### src/hw/gamePkg.sv
package gamePkg;

   // Fixed point layout of positions and velocities.
   localparam int subpixelBits = 6;
   localparam int pixelWidth = 10;

   // Velocities use the top bit as a two's complement sign.
   typedef logic [pixelWidth+subpixelBits-1:0] posT;
   typedef logic [pixelWidth-1:0] pixelT;

   // Block grid, addressed row-major.
   localparam int blockRowCount = 8;
   localparam int blockColCount = 9;
   localparam int blockCount = blockRowCount * blockColCount;
   typedef logic [6:0] blockAddrT;

   // Playfield geometry in pixels.
   localparam int gameBeginXPixel = 16;
   localparam int gameEndXPixel = 784;
   localparam int ceilingYPixel = 16;
   localparam int paddleYPixel = 560;
   localparam int paddleLengthPixel = 64;
   localparam int ballSizePixel = 8;
   localparam int screenHeightPixel = 600;
   localparam int paddleStartXPixel = 370;

   // Launch velocity in subpixels per step.
   localparam posT releaseVelocityX = posT'(6);
   localparam posT releaseVelocityY = posT'(-16);

   typedef enum logic [1:0] {
      waitForRelease,
      inGame,
      lost
   } ballStateT;

   typedef enum logic [1:0] {
      loading,
      idle,
      collide,
      update
   } seqStateT;

endpackage

### src/hw/levelLoader.sv
`timescale 1ns/10ps

module levelLoader (
   input  logic               CLK,
   input  logic               RESET,
   output gamePkg::blockAddrT romAddr,
   input  logic               romAlive,
   output logic               writeEnable,
   output gamePkg::blockAddrT writeAddr,
   output logic               writeAlive,
   output logic [6:0]         blocksLeft,
   output logic               loadDone
);
   import gamePkg::*;

   logic lastAddr;

   assign lastAddr = romAddr == blockAddrT'(blockCount - 1);

   // One block per cycle until the whole grid is written.
   assign writeEnable = !loadDone;
   assign writeAddr = romAddr;
   assign writeAlive = romAlive;

   always_ff @(posedge CLK) begin
      if (RESET) begin
         romAddr <= '0;
         blocksLeft <= '0;
         loadDone <= 1'b0;
      end else if (!loadDone) begin
         if (romAlive) begin
            blocksLeft <= blocksLeft + 7'd1;
         end
         if (lastAddr) begin
            loadDone <= 1'b1;
         end else begin
            romAddr <= romAddr + 7'd1;
         end
      end
   end

endmodule

### config.mk
export PLATFORM = sky130hd
export DESIGN_NAME = levelLoader
export DESIGN_NICKNAME = d
export VERILOG_FILES = /design/src/hw/gamePkg.sv /design/src/hw/levelLoader.sv
export SDC_FILE = /design/constraint.sdc
export NUM_CORES = 1
export LEC_CHECK = 0
export ABC_CLOCK_PERIOD_IN_PS = 1200
export BUFFER_PORTS_ARGS = -buffer_cell sky130_fd_sc_hd__buf_2
export CAP_MARGIN = 25
export CELL_PAD_IN_SITES_DETAIL_PLACEMENT = 0
export CELL_PAD_IN_SITES_GLOBAL_PLACEMENT = 2
export CORE_ASPECT_RATIO = 1.4
export CORE_MARGIN = 1.5
export CORE_UTILIZATION = 25
export CTS_BUF_LIST = sky130_fd_sc_hd__clkbuf_8 sky130_fd_sc_hd__clkbuf_16
export DETAILED_ROUTE_END_ITERATION = 16
export GPL_ROUTABILITY_DRIVEN = 0
export PLACE_DENSITY_LB_ADDON = 0.1
export SLEW_MARGIN = 10
export SYNTH_ARGS = -nofsm -noshare
export SYNTH_HDL_FRONTEND = slang
export SYNTH_SLANG_ARGS = --single-unit
### constraint.sdc
create_clock -name CLK -period 1.2 [get_ports CLK]
set_input_delay 0.24 -clock CLK [delete_from_list [all_inputs] [get_ports CLK]]
set_output_delay 0.24 -clock CLK [all_outputs]
set_load 0.02 [all_outputs]
After elaboration in Yosys (flattened, before gate mapping)
Index checks and enable logic that the tools add are counted.
{"block": "totals", "in_bits": 3, "register_bits": 15}
{"block": "op_classes", "bitwise_logic": 2, "add_sub_neg": 2, "n_mux": 2, "eq_ne": 1, "n_reduce_logical": 3}
{"op": "7-bit by 1-bit adder with 7-bit output (second input constant)", "n": 2}
{"op": "7-bit == test (second input constant)", "n": 1}
{"op": "2-bit AND reduction", "n": 2}
{"op": "1-bit 2-to-1 mux", "n": 2}
{"op": "1-bit NOT", "n": 2}
{"op": "1-bit zero test", "n": 1}

Logic depth before layout (Yosys ltp)
{"block": "depth", "ltp_word": 3, "depth_mapped": 4, "ltp_nobuf": 4}

Worst setup path after synthesis
No wires, ideal clock.
{"block": "synth_path", "path_kind": "register to register", "start": "register romAddr[0]", "end": "register romAddr[6]", "period_less_slack_ns": 1.497, "slack_ns": -0.297, "setup_time_ns": 0.071, "stages_incl_launch_ff": 5, "t_arrival_ns": 1.426, "path_buffers": 0, "cell_sequence": "dfxtp_1 -> ha_1 -> nand3_1 -> or4_1 -> a21oi_1"}
{"block": "synth_via", "elab_chain_cells": 3}
{"element": "start: declaration", "line_no": "levelLoader.sv:6", "rtl": "output gamePkg::blockAddrT romAddr,"}
{"element": "start signal: assignment", "line_no": "levelLoader.sv:37", "rtl": "romAddr <= romAddr + 7'd1;"}
{"element": "branches (longest 3 deep; another with 7-bit by 1-bit adder with 7-bit output)"}
Parallel ways; which one is timed is not known.
A chain may end at the register's enable or synchronous reset.

Worst setup path after layout
Same ends and word-level chain as after synthesis.

==> results.yml <==
setup_path:
  cp-start-kind: "register"
  reg2regPathDepth: 4
  crit_end: "romAddr[6]"
  crit_required_ns: 1.38
  r2r_setup_slack_ns: -0.02
  critPathLaunch: "romAddr[0]"
  crit_type: "register to register"
  worstReg2RegEnd: "romAddr[6]"
  worstPathMaxFanout: 6
  cp.arrival_ns: 1.40
  cp-end-kind: "register"
  r2r_start: "romAddr[0]"
floorplan:
  dieArea_um2: 3650
  rows: 24
  initial_utilization: 0.264
  core_um2: 3120
  io_pins: 27
  die_y_um: 70.9
  dieWidth_um: 51.5
power:
  power_density_nw_per_um2: 1280
  irDropWorstVdd_v: 0.000600
  p_leak_nw: 0.540
  finalPower_mw: 1.55
synth:
  synth.most_common_cell: "dfxtp_1"
  synthFlopType: "dfxtp_1"
  synth.area.top_cells: "dfxtp_1, buf_4, a21oi_1"
  synth.distinct_cells: 37
  ys_seq_area_frac: 0.365
  synth_top_area_frac: 0.365
  syn_area_um2: 823
  synthesis.instances: 89
  synthArstFlopShare: 0
  yosys-top-cells-count: "dfxtp_1, buf_4, nor2_1, a21oi_1"
  synth_edf_count: 0
  yosysWarnings: 0
  synth_area_per_cell_um2: 9.25
  yosys.area.top_type: "dfxtp_1"
  synth_seq_cells: 15
  syn_nets: 94
grt:
  antenna_found_initial: 0
  grtUsageTotal: 0.122
  grt_pass1_wl_um: 3410
  grt_pass1_vias: 738
  grt_start_max_net_pins: 16
  overflow: 0
final_layout:
  n_antenna_cell: 0
  syn_to_final_growth_pct: 47.1
  drive_gt1_frac: 0.594
  stdcell_area_um2: 1210
  fin_nets: 134
  fillCellCount: 341
timing:
  setup_slack_ns: -0.0231
  hold_viol: 0
  rsz0062_at_grt: "yes"
  tightestPinTransition_ns: 0.340
  worst_slew_margin_rel: 0.767
  slew_violations: 0
  skew_ns: 0.00396
  finalCritPeriodShare: 1.02
  max_freq_ghz: 0.818
  period_minus_slack_ns: 1.22
  setup_violations: 1
routing:
  drtAntennaViolNets: 0
  post_drt_wl_per_cell_um: 12.4
  viasPerCell: 4.71
  totalWireLength_um: 2070
  drc: 0
  num_vias: 787
  drt_iter0_drc: 3
  drt_pre_antenna_iters: 4
placed_design:
  placed_cell_area_um2: 1100
  dp_hpwl_um: 1550
  io_buffers: 26
clock_tree:
  cts_hold_buf: 0
  clockRootBuffer: "clkbuf_8"
  cts_tree: "built"
  path_clk_slew_ns: 0.06
  cts_made_buffers: 3
  cts_buffer_depth: 2
  clock_latency_ns: 0.24
  htree_num_levels: 1
  cts_sinks: 15
flow_run:
  drv_cap: 0
min_path:
  hold_path.class: "input pin to register"
  min_from: "RESET"
outcome:
  violations: "setup timing"
  outcome: "finished, violations left"
final cells by class:
| class | count | area, um^2 | area share |
|---|---|---|---|
| well taps | 39 | 48.8 | 0.0403 |
| flip-flops and latches | 15 | 330 | 0.273 |
| clock buffers | 3 | 41.3 | 0.0341 |
| inverters | 2 | 7.51 | 0.00620 |
| multi-input cells | 61 | 499 | 0.412 |
| repair buffers | 46 | 280 | 0.231 |
| clock inverters | 1 | 3.75 | 0.00310 |
metrics by stage:
stage / worst slack (ns) / hold slack [ns] / utilization / std cells / TNS, ns
2_1_floorplan: -0.0443 / 0.413 / - / 89 / -0.0882
6_report: -0.0231 / 0.331 / 0.388 / 167 / -0.0231
4_1_cts: -0.0276 / 0.330 / 0.376 / 165 / -0.0276
3_5_place_dp: -0.0476 / 0.488 / 0.353 / 159 / -0.109
5_1_grt: -0.0617 / 0.344 / 0.388 / 167 / -0.269
3_3_place_gp: -0.0605 / 0.466 / 0.353 / 159 / -0.115
registers in the layout, summed over array words and instances, names as in the netlist:
register,flops
romAddr,7
loadDone,1
blocksLeft,7
worst min-delay path by stage:
| stage | end | slack [ns] | depth (start not counted) |
|---|---|---|---|
| 5_1_grt | loadDone | 0.34 | 2 |
| 3_5_place_dp | blocksLeft[6] | 0.49 | 2 |
| 2_1_floorplan | romAddr[0] | 0.41 | 2 |
| 6_report | loadDone | 0.33 | 2 |
| 4_1_cts | loadDone | 0.33 | 2 |
| 3_3_place_gp | blocksLeft[6] | 0.47 | 2 |
timing repair:
| item | CTS | global route |
|---|---|---|
| buffers inserted | 2 | 2 |
| pin swaps | 3 | 6 |
| hold endpoints to repair | 0 | 0 |
| endpoints found under the setup margin | 6 | 11 |
| resized for setup | 4 | 9 |
placed cells by master, fill, tap and decap left out, drive strengths merged, types with 3 or more instances in the layout:
master,instances
nand3,4
or4,3
inv,3
nor2,7
nor2b,4
nand4b,3
dfxtp,15
mux2,3
clkbuf,3
buf,46
nand4,4
a21oi,6
cell families (layout without fill, tap and decap cells):
logic type | Yosys count | after routing | synth area share
buffers and inverters | 13 | 52 | 0.0973
and+or+nand+nor | 38 | 38 | 0.312
AOI/OAI and AO/OA | 14 | 14 | 0.111
xor gates and xnor gates | 3 | 3 | 0.0319
muxes | 4 | 4 | 0.0532
DFF | 15 | 15 | 0.365
adders and majority gates | 2 | 2 | 0.0304
layer usage:
layer  track usage  vias to the layer above  routed length [um]
met5             0                        -                   0
li1              -                      401                   -
met2         0.215                       15                1090
met3        0.0190                        2                  67
met4        0.0526                        0                  22
met1         0.143                      369                 889
critical path, cell delays in order, from the launching register on:
cell     delay (ns)
dfxtp_4        0.37
ha_4           0.17
nand3_2        0.08
or4_4          0.41
a21oi_1        0.12
report_power, final:
part / leakage (nW) / internal [mW] / switching [mW]
Clock: 0.0269 / 0.226 / 0.170
Sequential: 0.129 / 0.559 / 0.0767
Combinational: 0.385 / 0.242 / 0.280
Total: 0.540 / 1.03 / 0.527
No activity file was read; power rests on OpenSTA's default activity.
