### config.mk
export PLATFORM = sky130hd
export DESIGN_NAME = stepSequencer
export DESIGN_NICKNAME = d
export VERILOG_FILES = /design/src/hw/gamePkg.sv /design/src/hw/stepSequencer.sv
export SDC_FILE = /design/constraint.sdc
export NUM_CORES = 1
export LEC_CHECK = 0
export BUFFER_PORTS_ARGS = -buffer_cell sky130_fd_sc_hd__buf_2
export CORE_AREA = 2 2 39 41
export DETAILED_ROUTE_END_ITERATION = 16
export DIE_AREA = 0 0 41 43
export SLEW_MARGIN = 0
export SYNTH_ARGS = -nofsm -noshare
export SYNTH_HDL_FRONTEND = slang
export SYNTH_SLANG_ARGS = --single-unit
### constraint.sdc
create_clock -name CLK -period 1.9 [get_ports CLK]
set_input_delay 0.38 -clock CLK [delete_from_list [all_inputs] [get_ports CLK]]
set_output_delay 0.38 -clock CLK [all_outputs]
set_load 0.01 [all_outputs]
### src/hw/gamePkg.sv
package gamePkg;

   // Fixed point layout of positions and velocities.
   localparam int subpixelBits = 6;
   localparam int pixelWidth = 10;

   // Velocities use the top bit as a two's complement sign.
   typedef logic [pixelWidth+subpixelBits-1:0] posT;
   typedef logic [pixelWidth-1:0] pixelT;

   // Block grid, addressed row-major.
   localparam int blockRowCount = 8;
   localparam int blockColCount = 9;
   localparam int blockCount = blockRowCount * blockColCount;
   typedef logic [6:0] blockAddrT;

   // Playfield geometry in pixels.
   localparam int gameBeginXPixel = 16;
   localparam int gameEndXPixel = 784;
   localparam int ceilingYPixel = 16;
   localparam int paddleYPixel = 560;
   localparam int paddleLengthPixel = 64;
   localparam int ballSizePixel = 8;
   localparam int screenHeightPixel = 600;
   localparam int paddleStartXPixel = 370;

   // Launch velocity in subpixels per step.
   localparam posT releaseVelocityX = posT'(6);
   localparam posT releaseVelocityY = posT'(-16);

   typedef enum logic [1:0] {
      waitForRelease,
      inGame,
      lost
   } ballStateT;

   typedef enum logic [1:0] {
      loading,
      idle,
      collide,
      update
   } seqStateT;

endpackage

### src/hw/stepSequencer.sv
`timescale 1ns/10ps

module stepSequencer #(
   parameter int stepsPerFrame = 12
) (
   input  logic CLK,
   input  logic RESET,
   input  logic loadDone,
   input  logic startUpdate,
   output logic collideStrobe,
   output logic updateStrobe,
   output logic stepComplete,
   output logic frameBusy
);
   import gamePkg::*;

   localparam int countBits = $clog2(stepsPerFrame + 1);

   seqStateT state;
   logic [countBits-1:0] stepCount;
   logic lastStep;

   assign lastStep = stepCount == countBits'(stepsPerFrame - 1);

   assign collideStrobe = state == collide;
   assign updateStrobe = state == update;
   assign frameBusy = collideStrobe || updateStrobe;

   always_ff @(posedge CLK) begin
      if (RESET) begin
         state <= loading;
         stepCount <= '0;
         stepComplete <= 1'b0;
      end else begin
         // Pulses in the cycle after each update.
         stepComplete <= state == update;
         case (state)
            loading: begin
               if (loadDone) begin
                  state <= idle;
               end
            end
            idle: begin
               // Requests while loading or busy are dropped.
               if (startUpdate) begin
                  stepCount <= '0;
                  state <= collide;
               end
            end
            collide: begin
               state <= update;
            end
            update: begin
               if (lastStep) begin
                  state <= idle;
               end else begin
                  stepCount <= stepCount + 1'b1;
                  state <= collide;
               end
            end
            default: state <= idle;
         endcase
      end
   end

endmodule

Word-level counts from Yosys, hierarchy flattened
Index checks and enable logic that the tools add are counted.
{"block": "totals", "regBits": 7, "latch_bits": 0, "mem_bits_rw": 0, "romBits": 0, "in_bits": 4, "output_inout_bits": 4, "word_cells": 23, "mem_count": 0}
{"block": "classes", "addsub": 1, "multipliers": 0, "n_div": 0, "order_cmp": 0, "n_eq_ne": 7, "n_shift": 0, "n_mux": 7, "bitwise_logic": 0, "reduce_logical": 5}
{"operator": "4-bit two-way mux", "count": 2}
{"operator": "2-bit case mux with 4 select lines", "count": 1}
{"operator": "4-bit case mux with 2 select lines", "count": 1}
{"operator": "2-bit two-way mux", "count": 3}
{"operator": "2-bit != test (second input constant)", "count": 3}
{"operator": "4-bit by 1-bit adder with 4-bit output (second input constant)", "count": 1}
{"operator": "2-bit equality test (second input constant)", "count": 2}
{"operator": "4-bit equality test (second input constant)", "count": 1}
{"operator": "3-bit AND reduction", "count": 1}
{"operator": "2-bit by 1-bit equality test with 1-bit output (second input constant)", "count": 1}
{"operator": "2-bit logical NOT", "count": 1}
{"operator": "2-bit AND reduction", "count": 1}
{"operator": "2-bit nonzero test", "count": 1}
{"operator": "1-bit logical OR", "count": 1}

Depth between registers and ports, before layout
{"block": "depth", "word_depth": 3, "mapped_depth": 4, "mapped_depth_nobuf": 4}

Least setup slack after synthesis
No wires, ideal clock.
{"block": "synth_timing", "path_kind": "reg2reg", "start": "register stepCount[0]", "end": "register stepCount[0]", "setup_ns": 0.121, "t_arrival_ns": 1.215, "required_ns": 1.779, "setup_slack_ns": 0.563, "path_stages_with_launch": 5, "path_buffers": 0, "synth_period_minus_slack_ns": 1.337, "path_cell_list": "dfxtp_1 ha_1 nor2b_2 a31oi_4 mux2_4"}
{"block": "synth_via", "elab_chain_len": 3}
{"item": "from (decl)", "line_no": "stepSequencer.sv:20", "rtl": "logic [countBits-1:0] stepCount;"}
{"item": "from (signal assigned)", "line_no": "stepSequencer.sv:57", "rtl": "stepCount <= stepCount + 1'b1;"}
{"item": "4-bit by 1-bit adder with 4-bit output / 4-bit equality test (equally long branches)", "line_no": "stepSequencer.sv:57, stepSequencer.sv:23"}
{"item": "4-bit two-way mux / 2-bit != test (equally long branches)"}
{"item": "4-bit case mux with 2 select lines / 3-bit AND reduction (equally long branches)"}
Several ways; a longest one is shown, not always the timed one. The select of a mux whose other input is x is not followed.
A chain may end at the register's enable or synchronous reset.

Final worst setup path
Ends and elaborated chain as after synthesis.

==> impl_metrics.csv <==
group,metric,value,unit
timing,clock.fmax,0.706,GHz
global_routing,antenna_found_initial,0,
worst_setup_path,crit_type,"register to register",
detailed_routing,num_vias,311,
worst_setup_path,crit_slowest_cell,"dfxtp_1",
synth,yosys-top-cells-count,"dfxtp_1 (7), a21oi_1 (3), nand4b_1 (3), nor3_1 (3), buf_6 (2)",
clock_network,cts_made_buffers,3,
global_routing,groute.usage.overall,9.64,%
floorplanning,dieWidth,41,um
finish,synthToLayoutAreaGrowth,15.3,%
clock_network,cts.sinks,7,
global_routing,met1_usage,13.2,%
clock_network,postCtsSetupBuffers,0,
detailed_routing,drc,0,
clock_network,postCtsResizedCells,0,
timing,slew_headroom,85.2,%
timing,fin_crit,1.42,ns
synth,netlist_area,408,um2
place,io_buffers,7,
hold_path,hold_class,"input pin to register",
clock_network,tritoncts,"yes",
power_and_ir_drop,pwr_density_cell,709,nW/um2
power_and_ir_drop,finalPower,0.000334,W
floorplanning,fp.dieH,43,um
worst_setup_path,path_buf_inv,0,
detailed_routing,routedWlPerCell,10.7,um
synth,synth_top_area_share,34.4,%
global_routing,grt_max_degree,11,
finish,fin_area,470,um2
detailed_routing,postRouteAntennaNets,0,
worst_setup_path,critPathArrivalTime,1.55,ns
power_and_ir_drop,vdd_drop_max,0.193,mV
global_routing,grt_pass1_wl,1110,um
job,drv_cap,0,
global_routing,grt_use_met2,11.6,%
worst_setup_path,critical-path-top-delay-family,"flip-flops",
finish,num_antenna_cells,0,
worst_setup_path,crit_fanout,4,
timing,tns,0,ns
finish,final_util,34.0,%
synth,synth_nets,45,
finish,fin_nets,55,
clock_network,clockRootBuffer,"clkbuf_4",
timing,skew,0.00287,ns
synth,synth.avg_cell_area,10.2,um2
floorplanning,ios,8,
synth,synth_cell_types,27,
worst_setup_path,start_kind,"register",
worst_setup_path,end_kind,"register",
floorplanning,core_area,1380,um2
worst_setup_path,required,2.03,ns
synth,synth.area.top_cells,"dfxtp_1 (34%), nand4b_1 (6.4%), buf_6 (5.5%), a31oi_4 (5.2%), a21oi_1 (3.7%)",
place,hpwl,526,um
floorplanning,initial_utilization,29.5,%
power_and_ir_drop,p_leak,0.214,nW
worst_setup_path,cpPeakStageDelay,0.33,ns
timing,period_share,74.6,%
worst_setup_path,crit_path_cell_trace,"ha_1, nor2b_2, a31oi_4, mux2_4",
detailed_routing,viasPerCell,4.78,
clock_network,clk_latency,0.24,ns
outcome,run_status,"complete, no violations",
clock_network,htree_levels,1,
floorplanning,dieArea,1760,um2
place,place.gp.congestion,0.775,
synth,synth_edf_count,0,
global_routing,grt-busiest-layer,"met1",
timing,worst_pin_slew,0.222,ns
clock_network,cts_hold_buf,0,
worst_setup_path,reg2reg_slack,0.48,ns
finish,drive_gt1_share,40.8,%
synth,synthCells,40,
synth,yosysMostFrequentCell,"dfxtp_1",
floorplanning,num_rows,14,
global_routing,overflow,0,
timing,rsz0062_at_grt,"no",
detailed_routing,drtIter0Drc,10,
timing,hold_viol,0,
global_routing,grt_util_met3,3.14,%
synth,synth.largest_area_cell,"dfxtp_1",
place,placed_cell_area,444,um2
clock_network,cts_max_path_buffers,2,
clock_network,path_clk_slew,0.05,ns
synth,ys.warnings.count,0,
global_routing,grt_pass1_vias,275,
timing,slew_violations,0,
synth,ys_ff_latch,7,
timing,setup_viol,0,
synth,ys_seq_area_share,34.4,%
synth,synth_top_flop_cell,"dfxtp_1",
detailed_routing,routed_wl,697,um
synth,async_flop_share,0,%
detailed_routing,drtPass1Iterations,3,
timing,holdWs,0.422,ns
==> logic make-up after synthesis <==
group                    count (synthesis)  share of synthesized area (%)
multiplexers                             2                           6.13
AO/OA/AOI/OAI                            9                           19.0
adder cells (fa/ha/maj)                  1                           3.07
AND/OR/NAND/NOR                         16                           28.2
flip-flops                               7                           34.4
buffers and inverters                    5                           9.20
==> path summary, 6_finish.rpt <==
| check | from | to | cells after the start |
|---|---|---|---|
| max reg2reg | stepCount[0] | stepCount[0] | 4 |
| min reg2reg | stepCount[1] | stepCount[1] | 2 |
| min | RESET | stepComplete | 2 |
| max | stepCount[0] | stepCount[0] | 4 |
==> metrics by stage <==
stage / worst slack, ns / cells
3_5_place_dp: 0.512 / 61
5_1_grt: 0.442 / 65
4_1_cts: 0.489 / 65
3_3_place_gp: 0.524 / 61
6_report: 0.483 / 65
2_1_floorplan: 0.563 / 40
==> cells in the final DEF, fill, tap and decap left out <==
master and n:
and2b_2 1, clkbuf_4 3, mux2_4 1, nand2_4 1, a21o_1 1, nand2_1 1
nand2b_1 1, and3b_2 1, nor2b_2 1, inv_1 1, clkbuf_1 1, nand3b_1 1
buf_4 2, nor3_1 3, o21ai_0 1, mux2i_1 1, o21a_1 1, nand4b_1 3
dfxtp_1 7, a21oi_1 3, nor2_1 1, o21ai_2 1, and3_1 1, a31oi_4 1
ha_1 1, a211oi_2 1, buf_2 7, and2b_1 1
==> area by class of cell <==
type,count,area [um2]
Tap cell,16,20.0
Fill cell,139,913
Timing Repair Buffer,9,50.0
Clock buffer,4,26.3
Inverter,1,3.75
Multi-Input combinational cell,28,230
Sequential cell,7,140
==> where the power goes <==
group	internal, W	switching [W]	total (W)
clock network	0.0000799	0.0000503	0.000130
registers	0.000151	0.00000354	0.000155
logic	0.0000217	0.0000268	0.0000486
total	0.000253	0.0000806	0.000334
==> metal layers <==
| metal | up-vias | part of all wire, % |
|---|---|---|
| li1 | 161 | - |
| met1 | 144 | 50 |
| met2 | 6 | 45 |
| met3 | 0 | 4.0 |
| met4 | 0 | 0 |
| met5 | - | 0 |
==> worst reg2reg max path: cells and delay by family (launching register included) <==
family / cells / cell delay, ns
adders and majority gates: 1 / 0.22
and+or+nand+nor: 1 / 0.18
AOI/OAI and AO/OA: 1 / 0.25
muxes: 1 / 0.32
DFF: 1 / 0.33
==> state kept, by name, indices dropped and copies added, names as in the netlist <==
signal        cells
state             2
stepComplete      1
stepCount         4
Power figures use the tool's default switching activity.
