==> src/hw/gamePkg.sv <==
package gamePkg;

   // Fixed point layout of positions and velocities.
   localparam int subpixelBits = 6;
   localparam int pixelWidth = 10;

   // Velocities use the top bit as a two's complement sign.
   typedef logic [pixelWidth+subpixelBits-1:0] posT;
   typedef logic [pixelWidth-1:0] pixelT;

   // Block grid, addressed row-major.
   localparam int blockRowCount = 8;
   localparam int blockColCount = 9;
   localparam int blockCount = blockRowCount * blockColCount;
   typedef logic [6:0] blockAddrT;

   // Playfield geometry in pixels.
   localparam int gameBeginXPixel = 16;
   localparam int gameEndXPixel = 784;
   localparam int ceilingYPixel = 16;
   localparam int paddleYPixel = 560;
   localparam int paddleLengthPixel = 64;
   localparam int ballSizePixel = 8;
   localparam int screenHeightPixel = 600;
   localparam int paddleStartXPixel = 370;

   // Launch velocity in subpixels per step.
   localparam posT releaseVelocityX = posT'(6);
   localparam posT releaseVelocityY = posT'(-16);

   typedef enum logic [1:0] {
      waitForRelease,
      inGame,
      lost
   } ballStateT;

   typedef enum logic [1:0] {
      loading,
      idle,
      collide,
      update
   } seqStateT;

endpackage

==> src/hw/paddleMotion.sv <==
`timescale 1ns/10ps

module paddleMotion #(
   parameter int paddleSpeed = 128
) (
   input  logic           CLK,
   input  logic           RESET,
   input  logic           collideStrobe,
   input  logic           updateStrobe,
   input  logic           btnLeft,
   input  logic           btnRight,
   input  logic           ballLost,
   output gamePkg::pixelT paddleXPixel
);
   import gamePkg::*;

   localparam int minX = gameBeginXPixel <<< subpixelBits;
   localparam int maxX = (gameEndXPixel - paddleLengthPixel) <<< subpixelBits;
   localparam posT startX = posT'(paddleStartXPixel <<< subpixelBits);

   posT paddleX;
   posT newPaddleX;
   int  candidate;
   logic lostPending;

   // Both buttons together cancel out.
   always_comb begin
      candidate = int'(paddleX);
      if (btnLeft && !btnRight) begin
         candidate = candidate - paddleSpeed;
      end else if (btnRight && !btnLeft) begin
         candidate = candidate + paddleSpeed;
      end
   end

   // Candidate position, clamped to the walls.
   always_ff @(posedge CLK) begin
      if (collideStrobe) begin
         if (candidate < minX) begin
            newPaddleX <= posT'(minX);
         end else if (candidate > maxX) begin
            newPaddleX <= posT'(maxX);
         end else begin
            newPaddleX <= posT'(candidate);
         end
      end
   end

   always_ff @(posedge CLK) begin
      if (RESET) begin
         paddleX <= startX;
         lostPending <= 1'b0;
      end else begin
         if (ballLost) begin
            lostPending <= 1'b1;
         end
         if (updateStrobe) begin
            paddleX <= lostPending ? startX : newPaddleX;
            lostPending <= 1'b0;
         end
      end
   end

   assign paddleXPixel = paddleX[subpixelBits +: pixelWidth];

endmodule

==> config.mk <==
export PLATFORM = sky130hd
export DESIGN_NAME = paddleMotion
export DESIGN_NICKNAME = d
export VERILOG_FILES = /design/src/hw/gamePkg.sv /design/src/hw/paddleMotion.sv
export SDC_FILE = /design/constraint.sdc
export NUM_CORES = 1
export LEC_CHECK = 0
export ABC_AREA = 1
export BUFFER_PORTS_ARGS = -buffer_cell sky130_fd_sc_hd__buf_2
export CAP_MARGIN = 20
export CORE_UTILIZATION = 50
export DETAILED_ROUTE_END_ITERATION = 10
export GPL_ROUTABILITY_DRIVEN = 0
export PLACE_DENSITY = 0.72
export SLEW_MARGIN = 20
export SYNTH_ARGS = -nofsm -noshare
export SYNTH_HDL_FRONTEND = slang
export SYNTH_SLANG_ARGS = --single-unit
==> constraint.sdc <==
create_clock -name CLK -period 2.7 [get_ports CLK]
set_input_delay 0.27 -clock CLK [delete_from_list [all_inputs] [get_ports CLK]]
set_output_delay 0.27 -clock CLK [all_outputs]
set_load 0.05 [all_outputs]
# After elaboration in Yosys (flattened, before gate mapping)
# Index checks and enable logic that the tools add are counted.
dict set report totals {
  n_memories 0
  ram_bits 0
  romBits 0
  ff_bits 33
  input_bits 7
  latchBits 0
}
dict set report classes {
  n_eq_ne 0
  n_shift 0
  magnitude_cmp 2
  div_mod_pow 0
  reduce_logical 6
  bitwise_logic 0
  n_mux 4
  n_mul 0
  addsub 2
}
# operator n
set ops {}
lappend ops {{32-bit by 17-bit > comparator with 1-bit output, second input constant} 1}
lappend ops {{32-bit by 12-bit less-than comparator with 1-bit output, second input constant} 1}
lappend ops {{16-bit 2-to-1 mux} 2}
lappend ops {{32-bit 2-to-1 mux} 1}
lappend ops {{16-bit by 8-bit adder with 17-bit output, second input constant} 1}
lappend ops {{17-bit 2-to-1 mux} 1}
lappend ops {{16-bit by 8-bit subtractor with 17-bit output, second input constant} 1}
lappend ops {{2-bit OR reduction} 2}
lappend ops {{1-bit logical AND} 2}
lappend ops {{1-bit logical NOT} 2}

# Logic depth before layout (Yosys ltp)
dict set report logic_depth {
  depth_word 6
  depth_mapped 17
}

# Worst setup path before layout
# OpenSTA, ideal clock, no wires.
dict set report synth_path {
  path_type {register to register}
  start {reg paddleX[7]}
  end {reg newPaddleX[6] (data pin)}
  path_slack_ps 249
  path_stages_with_launch 16
  path_buffers 1
  t_arrival_ps 2199
  synth_period_minus_slack_ps 2451
  t_required_ps 2448
  cell_sequence {dfxtp_1 > inv_1 > ha_1 > nand3_1 > nor2_1 > nand2_1 > nand2_1 > nand2_1 > nand2_1 > nor2_1 > nand2_1 > o21ai_2 > inv_2 > nand2_4 > buf_12 > nor2_2}
}
dict set report synth_between {
  elab_chain_len 5
  elab_cells_between_ends 7
  cone_classes {2 x add/sub; 2 x order compare; 2 x mux; 1 x reduce/logical}
}
# element line
set synth_lines {}
lappend synth_lines {{start, declared} paddleMotion.sv:21} ;# posT paddleX;
lappend synth_lines {{start signal, assigned} paddleMotion.sv:51} ;# paddleX <= startX;
lappend synth_lines {{start signal, assigned} paddleMotion.sv:58} ;# paddleX <= lostPending ? startX : newPaddleX;
lappend synth_lines {{16-bit by 8-bit adder with 17-bit output} paddleMotion.sv:32} ;# candidate = candidate + paddleSpeed;
lappend synth_lines {{17-bit 2-to-1 mux} paddleMotion.sv:31} ;# end else if (btnRight && !btnLeft) begin
lappend synth_lines {{32-bit 2-to-1 mux *} paddleMotion.sv:29} ;# if (btnLeft && !btnRight) begin
lappend synth_lines {{32-bit by 12-bit less-than comparator with 1-bit output or 32-bit by 17-bit > comparator with 1-bit output (tied branches)} {paddleMotion.sv:39, paddleMotion.sv:41}}
lappend synth_lines {{2-bit OR reduction (no line) *} n/a}
lappend synth_lines {{end signal, assigned} paddleMotion.sv:40} ;# newPaddleX <= posT'(minX);
lappend synth_lines {{end signal, assigned} paddleMotion.sv:42} ;# newPaddleX <= posT'(maxX);
lappend synth_lines {{end signal, assigned} paddleMotion.sv:44} ;# newPaddleX <= posT'(candidate);
lappend synth_lines {{end, declared} paddleMotion.sv:22} ;# posT newPaddleX;
# Mark *: on every way between the ends. The rest lies on a longest branch, timed or not.
# A chain may end at the register's enable or synchronous reset.

# Final worst setup path
dict set report layout_path {
  start {reg paddleX[7]}
  end {reg newPaddleX[14] (data pin)}
}
dict set report layout_between {
  elab_chain_len 5
  elab_cells_between_ends 7
  cone_classes {2 x add/sub; 2 x order compare; 2 x mux; 1 x reduce/logical}
}
# element line
set layout_lines {}
lappend layout_lines {{16-bit by 8-bit adder with 17-bit output} paddleMotion.sv:32}
lappend layout_lines {{17-bit 2-to-1 mux} paddleMotion.sv:31}
lappend layout_lines {{32-bit 2-to-1 mux *} paddleMotion.sv:29}
lappend layout_lines {{32-bit by 12-bit less-than comparator with 1-bit output or 32-bit by 17-bit > comparator with 1-bit output (tied branches)} {paddleMotion.sv:39, paddleMotion.sv:41}}
lappend layout_lines {{2-bit OR reduction (no line)} n/a}
# Marks and branches as above.

==> out/qor.yml <==
synth_edf_count: 16
drive_gt1_share_pct: 19.5
post_cts_buffers: 0
syn-num-nets: 239
yosys.area.top_type: "edfxtp_1"
synthToLayoutAreaGrowth_pct: 9.60
rsz0062_at_grt: "false"
p_sw_uw: 279
finalSetupViolCount: 0
maxCapViolations: 0
clock_power_share_pct: 28.2
postCtsHoldBufs: 0
root_buffer: "clkbuf_4"
die_w_um: 61.3
p_sw_share_pct: 27.6
drcViolationCount: 0
h-tree-depth: 2
leakagePower_nw: 0.864
dp_hpwl_mm: 2.68
synth_cell_types: 23
synth.cell_area_um2: 1760
crit_arrival_ns: 2.36
ios: 17
timing.hold.worst.class: "in2reg"
worst_slew_pin_slew_ns: 0.462
antenna_left: 0
required_ns: 2.79
p_per_area_nw_per_um2: 523
synth-async-reset-ratio_pct: 0
start_util_pct: 52.3
drt-initial-drc-count: 83
slew_violations: 0
cp_cell_sequence: "inv_1, ha_1, nand3_1, nor2_1, nand2_1, nand3_1, nand2_1, nor2_1, nand2_1, o21ai_2, inv_2, nand2_4, nor2_1"
die_h_um: 61.3
num-nets-final: 259
tns_ns: 0
hp-start: "ballLost"
yosysWarnings: 0
synthFlopType: "dfxtp_1"
fin_hold_ws_ns: 0.151
skew_ns: 0.00578
routed_via_density: 4.98
antenna_found_initial: 0
syn_inst: 230
vias: 1478
grt_usage_pct: 22.1
critPathSlowestCell: "dfxtp_1"
synth.area.top_cells: "edfxtp_1 (27%), dfxtp_1 (19%), nand2_1 (12%), nor2_1 (6.8%), inv_1 (6.0%)"
synth.top_cell.area_share_pct: 27.3
cp-start-kind: "flip-flop"
max_stage_delay_ns: 0.36
die_area_um2: 3760
grt_pass1_vias: 1302
dr.pass1.iters: 4
ys_seq_area_share_pct: 46.7
wirelength_mm: 3.57
core_um2: 3360
synth_seq_cells: 33
crit_type: "reg2reg"
seq_power_share_pct: 56.8
cts_tree: "done"
cts_resized: 0
cts_buffers: 5
post-route-period-util_pct: 84.1
cts_max_path_buffers: 2
synth_most_common_cell: "nand2_1"
grt_overflow: 0
hold_viol: 0
synth_common_cells: "nand2_1 (55), nor2_1 (32), inv_1 (28)"
p_comb_share_pct: 15.0
max_freq_mhz: 440
grt_pass1_wl_mm: 5.81
clock-sinks: 33
clk_pin_slew_ns: 0.09
critPathMaxFanout: 12
clk_latency_ns: 0.33
power.internal_uw: 729
synth_area_per_cell_um2: 7.65
grt_max_degree: 17
ir_drop_uv: 320
cp-startpoint: "paddleX[7]"
worstReg2RegStart: "paddleX[7]"
place.port_buffers: 16
fillers: 324
diodes: 0
rows: 21
layout_min_cycle_time_ns: 2.27
wl_per_cell_um: 12.0
max_slew_margin_pct: 69.1
outcome: "completed"
endpoint_kind: "flip-flop"
[metrics by stage]
stage / std cells / setup WS, ns / power, mW / cell area, µm² / util, %
detailed placement: 289 / 0.446 / 0.735 / 1870 / 55.6
CTS: 297 / 0.434 / 1.02 / 1930 / 57.3
global placement: 289 / 0.518 / 0.732 / 1870 / 55.6
finish: 297 / 0.428 / 1.01 / 1930 / 57.3
global route: 297 / 0.250 / 1.06 / 1930 / 57.3
floorplan: 230 / 0.249 / 0.697 / 1760 / -
[worst max-delay path, delay by kind of cell, from the launching register on]
family / cells / cell delay (ns)
and+or+nand+nor: 9 / 0.95
adders and majority gates: 1 / 0.23
AOI/OAI and AO/OA: 1 / 0.22
buffers and inverters: 2 / 0.28
DFF: 1 / 0.36
[worst paths after layout]
kind / endpoint / slack (ns) / cells past startpoint
worst min register to register: paddleX[2] / 0.45 / 2
worst min-delay path: lostPending / 0.15 / 3
worst max register to register: newPaddleX[14] / 0.43 / 13
worst max-delay path: newPaddleX[14] / 0.43 / 13
[power groups by stage]
| stage | clock network [mW] | registers, mW | logic, mW |
|---|---|---|---|
| 2_1_floorplan | 0 | 0.602 | 0.0947 |
| 3_3_place_gp | 0 | 0.583 | 0.149 |
| 3_5_place_dp | 0 | 0.584 | 0.151 |
| 4_1_cts | 0.295 | 0.572 | 0.152 |
| 5_1_grt | 0.312 | 0.576 | 0.168 |
| 6_report | 0.285 | 0.572 | 0.151 |
[logic make-up (layout without fill, tap and decap cells)]
family / Yosys count / count (layout) / share of synthesized area (%)
AO/OA/AOI/OAI: 25 / 25 / 7.33
adder cells (fa/ha/maj): 2 / 2 / 1.42
buffers and inverters: 36 / 57 / 8.82
flip-flops: 33 / 33 / 46.7
AND/OR/NAND/NOR: 134 / 134 / 35.8
[final cells by class]
class | instances | area, µm² | area share (%)
Tap cell | 46 | 57.6 | 2.99
Inverter | 32 | 120 | 6.23
Multi-Input combinational cell | 161 | 783 | 40.6
Sequential cell | 33 | 821 | 42.6
Clock buffer | 8 | 58.8 | 3.05
Timing Repair Buffer | 17 | 87.6 | 4.54
[per-layer routing]
metal  up-vias  global-route usage (%)  part of all wire (%)
met3         5                    7.56                   4.9
met1       668                    28.9                    48
met5         -                       0                     0
met2        32                    34.3                    46
li1        773                       -                     -
met4         0                    7.47                   1.1
[registers in the layout, summed over array words and instances (netlist names)]
name / cells
newPaddleX: 16
paddleX: 16
lostPending: 1
[layout by cell type (no fill, tap or decap), drive strengths merged, types with 8 or more instances in the layout]
master	n
nand3	22
o21ai	15
nor2	44
clkbuf	8
buf	17
inv	32
nand2	62
dfxtp	17
edfxtp	16
a21oi	10
No activity file was read; power rests on OpenSTA's default activity.
