--- src/hw/gamePkg.sv ---
package gamePkg;

   // Fixed point layout of positions and velocities.
   localparam int subpixelBits = 6;
   localparam int pixelWidth = 10;

   // Velocities use the top bit as a two's complement sign.
   typedef logic [pixelWidth+subpixelBits-1:0] posT;
   typedef logic [pixelWidth-1:0] pixelT;

   // Block grid, addressed row-major.
   localparam int blockRowCount = 8;
   localparam int blockColCount = 9;
   localparam int blockCount = blockRowCount * blockColCount;
   typedef logic [6:0] blockAddrT;

   // Playfield geometry in pixels.
   localparam int gameBeginXPixel = 16;
   localparam int gameEndXPixel = 784;
   localparam int ceilingYPixel = 16;
   localparam int paddleYPixel = 560;
   localparam int paddleLengthPixel = 64;
   localparam int ballSizePixel = 8;
   localparam int screenHeightPixel = 600;
   localparam int paddleStartXPixel = 370;

   // Launch velocity in subpixels per step.
   localparam posT releaseVelocityX = posT'(6);
   localparam posT releaseVelocityY = posT'(-16);

   typedef enum logic [1:0] {
      waitForRelease,
      inGame,
      lost
   } ballStateT;

   typedef enum logic [1:0] {
      loading,
      idle,
      collide,
      update
   } seqStateT;

endpackage

--- src/hw/blockStore.sv ---
`timescale 1ns/10ps

module blockStore (
   input  logic               CLK,
   input  logic               writeEnable,
   input  gamePkg::blockAddrT writeAddr,
   input  logic               writeAlive,
   input  gamePkg::blockAddrT readAddr,
   output logic               readAlive
);
   import gamePkg::*;

   // One bit per block, 1 while the block is present.
   logic aliveMem [blockCount];

   always_ff @(posedge CLK) begin
      if (writeEnable && writeAddr < blockCount) begin
         aliveMem[writeAddr] <= writeAlive;
      end
   end

   // Display port; addresses past the grid read as empty.
   always_ff @(posedge CLK) begin
      if (readAddr < blockCount) begin
         readAlive <= aliveMem[readAddr];
      end else begin
         readAlive <= 1'b0;
      end
   end

endmodule

--- config.mk ---
export PLATFORM = sky130hd
export DESIGN_NAME = blockStore
export DESIGN_NICKNAME = d
export VERILOG_FILES = /design/src/hw/gamePkg.sv /design/src/hw/blockStore.sv
export SDC_FILE = /design/constraint.sdc
export NUM_CORES = 1
export LEC_CHECK = 0
export BUFFER_PORTS_ARGS = -buffer_cell sky130_fd_sc_hd__clkbuf_2
export CORE_MARGIN = 4
export CORE_UTILIZATION = 45
export DETAILED_ROUTE_END_ITERATION = 10
export GPL_TIMING_DRIVEN = 0
export PLACE_DENSITY_LB_ADDON = 0.05
export SLEW_MARGIN = 20
export SYNTH_ARGS = -nofsm -noshare
export SYNTH_HDL_FRONTEND = slang
export SYNTH_SLANG_ARGS = --single-unit
--- constraint.sdc ---
create_clock -name CLK -period 1.84 [get_ports CLK]
set_input_delay 0.184 -clock CLK [delete_from_list [all_inputs] [get_ports CLK]]
set_output_delay 0.184 -clock CLK [all_outputs]
set_load 0.1 [all_outputs]
; ---- Word level (Yosys, flattened, before mapping)
; Memories as Yosys holds them, arrays and structs flattened. A register that Yosys moved wholly into a read port is not among the register bits.
; Cells that the tools add are included.
; W data, S select, Z words.
[classes]
order_cmp = 2
mux = 2
reduce_logical = 2
[ops]
columns = cell, count
row1 = $lt A7 B7 Y1 const B, 2
row2 = $mux W1, 2
row3 = $logic_and A1 B1 Y1, 1
row4 = $logic_not A1 Y1, 1
[totals]
reg_bits = 0
ram_bits = 72
in_bits = 17
out_inout_bits = 1
elab_cells = 7
mem_count = 1
[memory_table]
columns = name, words, word_bits, read_ports, rd_clocked_by_memory_dff, write_ports, line
row1 = aliveMem, 72, 1, 1, 1, 1, blockStore.sv:14  ; logic aliveMem [blockCount];

; ---- Depth between registers and ports, before layout
; Gate-level depths: netlist of run 1.
[logic_depth]
depth_word = 4
depth_mapped = 7
depth_no_buf = 5

; ---- Least setup slack after synthesis of run 1
; OpenSTA, ideal clock, no wires.
[synth_timing]
kind = input -> register
start = input port readAddr[0]
end = register readAlive, read port of aliveMem
setup_ps = 130
arrival_ps = 1369
required_time_ps = 1710
setup_slack_ps = 341
cell_stages = 7
path_buffers = 2
path_cell_list = buf_6 -> buf_8 -> mux4_1 -> nand3_1 -> o2111ai_1 -> o211ai_2 -> a32oi_1
[synth_between]
elab_chain_cells = 2
[synth_lines]
columns = item, line
row1 = from (decl), blockStore.sv:8  ; input gamePkg::blockAddrT readAddr,
row2 = $lt A7 B7 Y1, blockStore.sv:24  ; if (readAddr < blockCount) begin
row3 = $logic_not A1 Y1 (no line), n/a
row4 = to (decl), blockStore.sv:9  ; output logic readAlive
; Parallel ways exist; a longest one is shown, timed or not.

==> results of run 1 <==
## worst max-delay path, stage by stage, from the launching register on
cell and delay, ns:
edfxtp_1 0.36, mux4_1 0.51, mux2i_1 0.25, o2111ai_1 0.20
o211ai_2 0.11, a32oi_1 0.10
## final timing paths
path	startpoint	end	slack, ns	depth (start not counted)
worst min register to register	aliveMem[24]	readAlive	0.87	5
worst max register to register	aliveMem[53]	readAlive	0.18	5
worst min-delay path	readAddr[6]	readAlive	0.05	2
worst max-delay path	aliveMem[53]	readAlive	0.18	5
## layout make-up
type,instances,area [µm²]
buffer,9,75.1
sequential,73,2180
multi-input combinational,151,1070
clock buffer,9,124
fill,667,3490
timing repair buffer,14,80.1
clock inverter,6,60.1
inverter,1,3.75
tap,99,124
## cell usage in the layout (no fill, tap or decap), drive strengths merged
master    instances
a21o              1
a21oi             2
a22oi             2
a32oi             1
and2b             2
buf              10
bufinv            1
clkbuf           22
clkinv            4
clkinvlp          1
dfxtp             1
edfxtp           72
inv               1
mux2i            15
mux4             14
nand2            10
nand2b            1
nand3            10
nand3b            6
nor2             77
nor2b             3
nor3              1
nor4              1
nor4b             1
o2111ai           1
o211ai            1
o31ai             1
or4               1
## cells by family after synthesis
kind of cell           share of synthesized area (%)
AND/OR/NAND/NOR                                 14.7
flip-flops                                      65.6
multiplexers                                    15.2
buffers and inverters                           2.37
AO/OA/AOI/OAI                                   2.11
## routing by layer
metal / track usage (%) / up-vias / routed length (µm)
li1: - / 926 / -
met1: 24.2 / 992 / 3170
met2: 26.8 / 41 / 3430
met3: 4.09 / 5 / 235
met4: 5.78 / 0 / 54
met5: 0 / - / 0
## where the power goes
group          switching [mW]  internal [mW]  leakage (nW)
clock network           0.582          0.612        0.0925
logic                   0.143         0.0823         0.451
registers             0.00127           1.83         0.655
## stage by stage
step           cell area (µm²)  setup TNS, ns
6_report                  3720              0
3_5_place_dp              3510          -9.23
2_1_floorplan             3330              0
4_1_cts                   3690              0
3_3_place_gp              3510          -8.01
5_1_grt                   3720        -0.0635
## timing repair
item                                    in CTS  in global routing
buffers inserted                             0                  3
resized for setup                            0                  1
hold endpoints to repair                     0                  0
endpoints found under the setup margin       0                 27
## state kept, by name (all words and copies together), names as in the netlist
name and cells:
aliveMem 72, readAlive 1
## cell usage after synthesis
master | count | area share [%]
and2b_1 | 2 | 0.45
dfxtp_1 | 1 | 0.60
a21o_1 | 1 | 0.23
nand3_1 | 10 | 1.5
buf_8 | 1 | 0.45
nand2b_1 | 1 | 0.19
mux4_2 | 3 | 2.0
clkbuf_1 | 2 | 0.23
nor2b_1 | 3 | 0.56
o2111ai_1 | 1 | 0.26
nand2_1 | 10 | 1.1
nor4b_1 | 1 | 0.26
buf_4 | 4 | 0.90
nor3_1 | 1 | 0.15
nand3b_1 | 6 | 1.4
a22oi_1 | 2 | 0.45
mux2i_1 | 15 | 4.5
edfxtp_1 | 72 | 65
o211ai_2 | 1 | 0.38
or4_1 | 1 | 0.23
mux4_1 | 11 | 8.7
buf_6 | 2 | 0.68
a21oi_1 | 2 | 0.30
o31ai_1 | 1 | 0.23
inv_1 | 1 | 0.11
nor2_1 | 77 | 8.7
a32oi_1 | 1 | 0.26
nor4_1 | 1 | 0.19
==> summary.md, run 1 <==
| Metric | Value |
|---|---|
| Status | completed |
| RePlAce Congestion | 0.681 |
| Slew HR | between 50% and 60% |
| Largest net degree at the start of global routing | 73 |
| Detailed-route wire length per cell | about 19 µm |
| Vias in the first global route | between 1500 and 2000 |
| Root Buffer | clkbuf_8 |
| DRT iter0 DRCs | approximately 140 |
| # diodes | 0 |
| # hold bufs at CTS | 0 |
| Hold Crit Class | primary input to flip-flop |
| Grt ovf | 0 |
| First-pass GRT wire length | around 11 mm |
| Synthesized net count | 251 |
| Final period util | 90.4% |
| CTS sink cnt | 73 |
| Pins Over Slew Limit | 0 |
| Fraction of layout cells with a size suffix above 1 | 15.2% |
| Fin crit period | 1.66 ns |
| Startpoint types | flip-flop |
| Antenna viol nets, final | 0 |
| Placed insts | 344 |
| Die Area | 8830 µm² |
| H-tree depth reported by CTS | 3 |
| Routed WL | 6.90 mm |
| Max Clk Rate | between 600 and 700 MHz |
| NumNets Final | 276 |
| CP required | roughly 2.1 ns |
| Worst-Margin Slew | 0.684 ns |
| Seq cells post-synth | 73 |
| YS warnings | 0 |
| Hpwl dp | between 4 and 5 mm |
| Endpoints failing setup | 0 |
| Final Util | 51.6% |
| Core area | about 7000 µm² |
| Fin. Hold Viols | 0 |
| Pre-CTS WS | -0.269 ns |
| Critical Path Fanout Max | 1 |
| Worst vdd ir | ~430 µV |
| GRT Resource Usage Total | 17.3% |
| Post-Layout Cell Count | roughly 360 |
| Reg clk slew, reported paths | around 0.08 ns |
| Initial Util | 46.1% |
| Setup Skew | between 0.007 and 0.008 ns |
| LEAKAGE | 1.20 nW |
| Cell area after synthesis | 3330 µm² |
| I/O Pins | 18 |
| Drt first pass iters | 4 |
| Crit end category | flip-flop |
| Maxcap violations | 0 |
| Die Ht | 94.0 µm |
| CTS buffer count | 9 |
| Average size of a mapped cell | 14.2 µm² |
| DR DRC count | 0 |
| Post-synthesis instance total | 234 |
| Netlist cell types | 28 |
| Clock latency on the worst-skew pair | 0.34 ns |
| Die Wd | around 94 µm |
| Setup slack after layout | 0.176 ns |
| Rows | 31 |
| Crit path kind | flip-flop to flip-flop |
| Area Growth Syn to Fin | 11.8% |
| CTS tree | yes |
| Antenna violations before repair | 0 |
| Critical Path AT | ~1.9 ns |
| Seq/Total Area, Yosys | between 60% and 70% |
| Vias | 1964 |
| IO buf count | 11 |
| CTS Buffer Depth | 2 |
| Drt via density | 5.43 |
| Final Power | 3.25 mW |
| P per Cell Area | 874 nW/µm² |
| Min Hold Slack | 0.0480 ns |
Note: power is estimated with default switching activity, not from simulation.
==> run 2, diff against run 1 <==
- BUFFER_PORTS_ARGS: -buffer_cell sky130_fd_sc_hd__clkbuf_2 -> not set
- DONT_BUFFER_PORTS: not set -> 1
- GPL_TIMING_DRIVEN: 0 -> not set
==> summary.md, run 2 (same netlist as run 1, synthesis figures left out) <==
| Metric | Value |
|---|---|
| Status | completed |
| RePlAce Congestion | 0.726 |
| Die Area | 8830 µm² |
| Startpoint types | flip-flop |
| Worst stage delay on the critical path | 0.53 ns |
| CTS Buffer Depth | 2 |
| Crit end category | flip-flop |
| P per Cell Area | 969 nW/µm² |
| Hpwl dp | 4.37 mm |
| CP Capture Point | readAlive |
| Worst vdd ir | 400 µV |
| Initial Util | 46.1% |
| Slowest cell on crit path | mux4_1 |
| CTS sink cnt | 73 |
| Hold Crit Class | primary input to flip-flop |
| Critical Path Fanout Max | 1 |
| CP required | 2.05 ns |
| DR DRC count | 0 |
| Crit-path cells | mux4_1 -> mux2i_1 -> nor4b_1 -> nor3_1 -> a32oi_1 |
| Worst reg-to-reg path cell count | 5 |
| Most frequent cells in the layout | 77 x nor2_1, 72 x edfxtp_1, 15 x mux2i_1 |
| Slew HR | 61.6% |
| CTS tree | yes |
| Largest net degree at the start of global routing | 73 |
| Drt first pass iters | 4 |
| I/O Pins | 18 |
| GRT Resource Usage Total | between 10% and 20% |
| Fraction of layout cells with a size suffix above 1 | 11.1% |
| Setup Skew | between 0.004 and 0.005 ns |
| Drt via density | 5.68 |
| Antenna viol nets, final | 0 |
| R2R Path End | readAlive |
| CTS buffer count | 9 |
| Final Util | 52.0% |
| Post-CTS setup repair buffer count | 0 |
| Routed WL | 7.11 mm |
| Fin crit period | 1.54 ns |
| Setup TNS Final | 0 ns |
| DRT iter0 DRCs | 128 |
| Fin. Hold Viols | 0 |
| Endpoints failing setup | 0 |
| Detailed-route wire length per cell | 20.3 µm |
| Vias in the first global route | 2024 |
| Largest reg by FF count | aliveMem |
| # diodes | 0 |
| Post_cts resized | 0 |
| Core area | slightly above 7000 µm² |
| RSZ-0062 raised after global routing | false |
| Largest register FFs | 72 |
| H-tree depth reported by CTS | 3 |
| Critical Path AT | 1.76 ns |
| Grt ovf | 0 |
| NumNets Final | 264 |
| Die Ht | 94.0 µm |
| LEAKAGE | 1.19 nW |
| Antenna violations before repair | 0 |
| CP Launch Point | aliveMem[13] |
| Vias | 1992 |
| Worst-Margin Slew | 0.574 ns |
| Worst R2R Setup Slack | 0.30 ns |
| IO buf count | 0 |
| Clock latency on the worst-skew pair | approximately 0.33 ns |
| Rows | 31 |
| Reg clk slew, reported paths | 0.08 ns |
| Worst R2R Start | aliveMem[13] |
| Crit path kind | flip-flop to flip-flop |
| Pins Over Slew Limit | 0 |
| Root Buffer | clkbuf_8 |
| Die Wd | 94.0 µm |
| Biggest regs | aliveMem (72), readAlive (1) |
| First-pass GRT wire length | 10.9 mm |
| Max Clk Rate | 649 MHz |
| Most common cell after layout, fill and taps aside | nor2_1 |
| Final period util | 83.7% |
| Area Growth Syn to Fin | 12.8% |
| Maxcap violations | 0 |
[run 2: cell types whose count changed in the layout (fill, tap and decap cells not counted), sizes merged]
cell / delta
buf: -2
bufinv: +3
clkinv: -1
clkbuf: -13
clkinvlp: -1
dlygate4sd3: +3
[run 2: layout make-up]
cell class                      instances  area, µm²
Clock inverter                          7        143
Sequential cell                        73       2180
Multi-Input combinational cell        151       1070
Inverter                                1       3.75
Timing Repair Buffer                   11        110
Fill cell                             655       3460
Tap cell                               99        124
Clock buffer                            9        124
[run 2: through the flow]
stage	instances	power (mW)	instance area (µm²)	worst slack [ns]	hold slack (ns)
5_1_grt	351	3.76	3750	0.151	0.0224
3_5_place_dp	331	2.01	3430	0.0548	0.280
2_1_floorplan	234	2.01	3330	0.341	0.273
4_1_cts	351	3.67	3750	0.296	0.000669
6_report	351	3.64	3750	0.299	0.0215
3_3_place_gp	331	2.01	3430	0.137	0.276
[run 2: what timing repair did]
action / in CTS / in global routing
endpoints found under the setup margin: 0 / 0
endpoints found under the hold margin: 73 / 0
hold buffers: 4 / 0
[run 2: worst min path at each step]
| stage | startpoint | to | slack, ns | cells after the start |
|---|---|---|---|---|
| 6_report | readAddr[3] | readAlive | 0.02 | 2 |
| 5_1_grt | readAddr[5] | readAlive | 0.02 | 2 |
| 4_1_cts | readAddr[3] | readAlive | 0.0007 | 2 |
| 3_5_place_dp | readAddr[6] | readAlive | 0.28 | 1 |
| 3_3_place_gp | readAddr[6] | readAlive | 0.28 | 1 |
| 2_1_floorplan | readAddr[6] | readAlive | 0.27 | 1 |
[run 2: worst max-delay path: cells and delay by family, from the launching register on]
| family | cells | cell delay (ns) |
|---|---|---|
| AO/OA/AOI/OAI | 1 | 0.11 |
| flip-flops | 1 | 0.35 |
| AND/OR/NAND/NOR | 2 | 0.23 |
| multiplexers | 2 | 0.73 |
[run 2: power breakdown]
group / switching, mW / internal, mW / total (mW)
logic: 0.0976 / 0.0756 / 0.173
registers: 0.00179 / 1.83 / 1.83
clock network: 0.593 / 1.04 / 1.63
[run 2: per-layer routing]
metal  vias to the layer above  wire length, µm  global-route usage (%)
met3                        13              359                    4.09
met1                      1009             3150                    22.3
li1                        911                -                       -
met4                         0              114                    7.46
met2                        59             3480                    28.4
met5                         -                0                       0
